--- src/common/vred_defs.svh ---
// Vector reduction unit sizing
// Vector length, element widths and tree depth

`ifndef VRED_DEFS_SVH
`define VRED_DEFS_SVH

`define VRED_VLEN       128 // Vector register width in bits
`define VRED_MIN_SEW    8   // Narrowest element
`define VRED_XLEN       64  // Scalar seed and the widest element

// log2(VLEN / MIN_SEW) halving stages reduce the narrowest elements to one
`define VRED_NUM_STAGES 4

`endif

--- src/common/vred_pkg.sv ---
// Vector reduction unit types
// Width typedefs and the element width and operation encodings

`include "vred_defs.svh"

package vred_pkg;

    // One full vector register operand
    typedef logic [`VRED_VLEN-1:0] vreg_t;

    // Bit k is the mask of element k at the current SEW
    typedef logic [`VRED_VLEN/`VRED_MIN_SEW-1:0] vmask_t;

    // Scalar seed and the widest element
    typedef logic [`VRED_XLEN-1:0] scalar_t;

    typedef enum logic [1:0] {
        SEW_8  = 2'b00,
        SEW_16 = 2'b01,
        SEW_32 = 2'b10,
        SEW_64 = 2'b11
    } sew_e;

    typedef enum logic [1:0] {
        RED_SUM = 2'b00,
        RED_AND = 2'b01,
        RED_OR  = 2'b10,
        RED_XOR = 2'b11
    } red_op_e;

endpackage

--- src/source/vred_seed_combine.sv ---
// Reduction seed stage
// Folds the last remaining element into the scalar seed and
// fills every result bit above SEW with ones

`timescale 1ns/1ps
`include "vred_defs.svh"

module vred_seed_combine (
    input  logic              clk_i,
    input  logic              rstn_i,
    input  logic              valid_i,
    input  vred_pkg::sew_e    sew_i,
    input  vred_pkg::red_op_e op_i,
    input  vred_pkg::vreg_t   vec_i,
    input  vred_pkg::vmask_t  mask_i,
    input  vred_pkg::scalar_t seed_i,
    output logic              valid_o,
    output vred_pkg::vreg_t   result_o
);

    logic [6:0]        sew_bits;
    vred_pkg::scalar_t sew_mask;
    vred_pkg::scalar_t elem0;
    vred_pkg::scalar_t op_res;
    vred_pkg::scalar_t fold;
    vred_pkg::vreg_t   result_d;

    assign sew_bits = 7'(`VRED_MIN_SEW) << sew_i;
    assign sew_mask = {`VRED_XLEN{1'b1}} >> (7'(`VRED_XLEN) - sew_bits);
    assign elem0    = vec_i[`VRED_XLEN-1:0];

    always_comb begin
        case (op_i)
            vred_pkg::RED_SUM: op_res = elem0 + seed_i;
            vred_pkg::RED_AND: op_res = elem0 & seed_i;
            vred_pkg::RED_OR:  op_res = elem0 | seed_i;
            default:           op_res = elem0 ^ seed_i;
        endcase
    end

    // No active element leaves the seed untouched
    assign fold     = mask_i[0] ? op_res : seed_i;
    assign result_d = {{(`VRED_VLEN-`VRED_XLEN){1'b1}}, fold | ~sew_mask}; // Tail-agnostic ones

    always_ff @(posedge clk_i or negedge rstn_i) begin
        if (!rstn_i) begin
            valid_o  <= 1'b0;
            result_o <= '0;
        end else begin
            valid_o <= valid_i;
            if (valid_i) begin
                result_o <= result_d;
            end
        end
    end

endmodule

--- config.mk ---
export PLATFORM = sky130hd
export DESIGN_NAME = vred_seed_combine
export DESIGN_NICKNAME = d
export VERILOG_FILES = /design/src/common/vred_pkg.sv /design/src/source/vred_seed_combine.sv
export VERILOG_INCLUDE_DIRS = /design/src /design/src/common
export SDC_FILE = /design/constraint.sdc
export NUM_CORES = 1
export LEC_CHECK = 0
export BUFFER_PORTS_ARGS = -buffer_cell sky130_fd_sc_hd__buf_2
export CAP_MARGIN = 20
export CORE_MARGIN = 3
export CORE_UTILIZATION = 45
export CTS_BUF_LIST = sky130_fd_sc_hd__clkbuf_4
export DETAILED_ROUTE_END_ITERATION = 7
export PLACE_DENSITY = 0.72
export SYNTH_ARGS = -nofsm -noshare
export SYNTH_HDL_FRONTEND = slang
export SYNTH_SLANG_ARGS = --single-unit
--- constraint.sdc ---
create_clock -name clk_i -period 2.37 [get_ports clk_i]
set_clock_uncertainty 0.05 [all_clocks]
set_input_delay 0.237 -clock clk_i [delete_from_list [all_inputs] [get_ports clk_i]]
set_output_delay 0.237 -clock clk_i [all_outputs]
set_load 0.05 [all_outputs]
==> impl_summary.txt <==
----------------------------------------------------
[Place]
  Buffers on Ports ... 264
  Total placed instance area ... 14500 um^2
  Routability congestion estimate ... 1.02
  Post-DP HPWL ... 34300 um
  Inst Count DP ... 2275
  Post-place setup slack ... -623 ps

[Timing]
  Period utilisation layout ... 101%
  Setup violators final ... 1
  Number of pins exceeding their max-slew limit in the final report ... 0
  Fmax ... 0.419 GHz
  Actual slew at the worst max-slew pin ... 709 ps
  Final critical-path required period ... 2380 ps
  Final hold vios ... 0
  Hold_ws ... 7.86 ps
  Worst relative slew slack ... 52.4%
  PnR worst setup slack ... -14.2 ps
  Final-layout setup total negative slack ... -14.2 ps
  Unrepaired setup endpoints after global routing ... yes

[Route]
  Antenna Violating Nets Remaining ... 0
  Number of DRC markers after the initial detailed-route iteration ... 1480
  Drt first pass iters ... 7
  Routed wl met2 ... 20000 um
  Metal1 wirelength ... 18900 um
  Vias ... 13.6k
  Top sig layer ... met5
  Detailed-route wire length ... 44200 um
  Number of remaining DRC errors ... 0
  Met3 WL post-DR ... 3910 um
  Routed length per placed instance ... 19.1 um
  Vias per inst ... 5.85

[Global route]
  GRT Resource Usage Total ... 33.0%
  Pin count of the biggest net entering global routing ... 55
  Residual overflow from global routing ... 0
  Via count of the first global-routing pass ... 13.0k
  Antenna violations before repair ... 2
  Wire length of the first global-routing pass ... 68600 um

[Floorplanning]
  Core Region ... 22800 um^2
  Number of rows in the core area ... 55
  Die width ... 159 um
  DIE HEIGHT ... 159 um
  Starting Density ... 46.1%
  Ports ... 344
  DIE AREA ... 25300 um^2

[Clock tree]
  Max Root-Sink Buffers ... 2
  CTS buffer count ... 9
  CTS clk-pin slew, worst paths ... 150 ps
  Worst-skew pair later-pin latency ... 500 ps
  Clock tree from TritonCTS ... built
  Clock tree root driver cell ... clkbuf_4
  Maximum level of the CTS H-tree ... 3
  Clock sinks ... 66

[Synthesis]
  Flip-flop and latch count after synthesis ... 66
  Area of the mapped netlist ... 10500 um^2
  Largest cells by area after synthesis ... dfrtp_1, ha_1, a21oi_1
  Number of warnings issued by yosys ... 0
  Number of flops mapped to enable cells by yosys ... 0
  Number of nets in the synthesized netlist ... 1847
  Average cell area after synthesis ... 7.01 um^2
  Most used flip-flop cell after synthesis ... dfrtp_1
  Post-Syn Instances ... 1503
  Fraction of registers with async set or reset after synthesis ... 100%
  Biggest area consumer among synthesized cells ... dfrtp_1
  Share of the synthesized area in the top cell type ... 15.7%
  Part of the Yosys area used for sequential elements ... 15.7%
  Unique masters post-synth ... 87

[Worst setup path]
  CP Cell Sequence ... buf_2 -> inv_2 -> ha_4 -> a21oi_4 -> buf_6 -> o21ai_4 -> a211oi_4 -> o22ai_4 -> o21ai_4 -> o31ai_4 -> a31oi_4 -> buf_6 -> xor2_1 -> a221oi_1
  Endpoint type of the worst setup path ... register
  Slowest library cell on the worst path ... a211oi_4
  Largest fanout on the critical path ... 4
  Biggest cell delay along the critical path ... 380 ps
  Type of element launching the critical path ... input port
  CP arrival ... 2740 ps
  Worst setup path class ... input port to register
  Data required, critical path ... 2730 ps

[Min path]
  Hold WC Path Type ... input port to register

[Cells and area]
  Post-Layout Cell Count ... 2316
  Count of nets after finishing ... 2341
  Post-layout instance area ... 15300 um^2
  Area growth from synthesis to final layout ... 45.3%
  Share of layout cells above drive strength 1 ... 39.6%
  Fillers ... 2009
  Utilization of the core after routing ... 67.0%

[Outcome]
  Outcome ... complete, but fails checks
  Failing checks ... negative setup slack

[Pwr]
  Peak supply drop ... 269 uV
  Static power due to leakage ... 7.20 nW
  Power density over the cells ... 377 nW/um^2
  Power Total ... 5.77 mW

[Job]
  Max-cap violations ... 0

----------------------------------------------------
[layout by cell type (no fill, tap or decap), types with 6 or more instances in the layout]
master         netlist  final
a21o_1              16     16
a21oi_1            195    177
a21oi_2              1     15
a221o_1             10     10
a221oi_1            18     12
a221oi_2             0      6
a22oi_1              6      6
a31oi_1             19     19
and3_1              14     11
buf_2               12    254
buf_4               63    351
buf_6                0     13
clkbuf_4             0      9
dfrtp_1             66     66
dlygate4sd3_1        0      9
ha_1               129     97
ha_4                 0     27
inv_1              162    137
inv_2                2     20
mux2i_1             18     18
nand2_1            118    115
nand2b_1             6      6
nand3_1             29     27
nand4_1             23     23
nor2_1             133    130
nor2b_1              7      7
nor3_1              28     26
o2111ai_1            9      8
o211ai_1            21     21
o21a_1               7      7
o21ai_0            112     99
o21ai_1              6     14
o21bai_1            19     18
o221ai_1             9      9
o22ai_1             29     29
o32ai_1              9      9
xnor2_1             12     12
[worst max-delay path: cells and delay by family]
family,cells,cell delay [ps]
AOI/OAI and AO/OA,8,1730
adders and majority gates,1,250
buffers and inverters,4,430
xor gates and xnor gates,1,60
[layout make-up]
| cell class | count | area (um^2) | share of cell area (%) |
|---|---|---|---|
| inverters | 165 | 654 | 4.28 |
| flip-flops and latches | 66 | 1650 | 10.8 |
| clock inverters | 7 | 51.3 | 0.335 |
| repair buffers | 634 | 4270 | 27.9 |
| well taps | 313 | 392 | 2.56 |
| diodes | 1 | 2.50 | 0.0163 |
| multi-input cells | 1121 | 8210 | 53.7 |
| clock buffers | 9 | 67.6 | 0.441 |
[kinds of logic (layout without fill, tap and decap cells)]
group / after synthesis / count (layout) / synth area share, %
AO/OA/AOI/OAI: 563 / 563 / 34.8
AND/OR/NAND/NOR: 391 / 391 / 17.0
adder cells (fa/ha/maj): 129 / 129 / 15.3
other: 0 / 1 / 0
flip-flops: 66 / 66 / 15.7
multiplexers: 22 / 22 / 2.25
buffers and inverters: 316 / 815 / 13.7
XOR/XNOR: 16 / 16 / 1.33
[flip-flops by register name, indices dropped and copies added, names as in the netlist]
register	count
result_o	65
valid_o	1
[Yosys cell counts (7+ instances only)]
master	count
a21o_1	16
buf_1	13
nand3_1	29
a221oi_1	18
o2111ai_1	9
nand2_1	118
and3_1	14
a221o_1	10
nand4_1	23
o221ai_1	9
nor2b_1	7
dfrtp_1	66
nor3_1	28
mux2i_1	18
o21ai_0	112
inv_1	162
buf_4	63
a31oi_1	19
nor4_1	10
o32ai_1	9
o21bai_1	19
buf_2	12
a21oi_1	195
clkbuf_1	62
o211ai_1	21
nor2_1	133
o22ai_1	29
ha_1	129
xnor2_1	12
o21a_1	7
[per-layer routing]
layer | up-vias | global-route usage [%]
met5 | - | 0
met2 | 734 | 54.3
met3 | 105 | 3.72
met1 | 6393 | 45.3
met4 | 2 | 10.8
li1 | 6317 | -
[where the power goes]
part / switching [mW] / total [mW] / internal [mW] / leakage (nW)
sequential: 0.0713 / 1.31 / 1.24 / 0.669
combinational: 2.13 / 3.65 / 1.52 / 6.47
clock: 0.593 / 0.813 / 0.220 / 0.0627
total: 2.80 / 5.77 / 2.97 / 7.20
[path summary, 6_finish.rpt]
kind	to	startpoint	cells past startpoint	slack (ps)
worst max-delay path	result_o[53]	vec_i[3]	14	-10
worst min-delay path	result_o[32]	seed_i[32]	3	8
worst max register to register	result_o[60]	result_o[60]	4	780
worst min register to register	result_o[17]	result_o[17]	1	450
max in group asynchronous	result_o[15]	rstn_i	3	1450
min in group asynchronous	result_o[50]	rstn_i	2	180
[repair_timing]
action,in CTS,in global routing
pin swaps,3,56
endpoints found under the hold margin,41,0
hold buffers,9,0
gates resized for setup,7,106
endpoints found under the setup margin,4,37
setup buffers,3,13
Power figures use the tool's default switching activity.
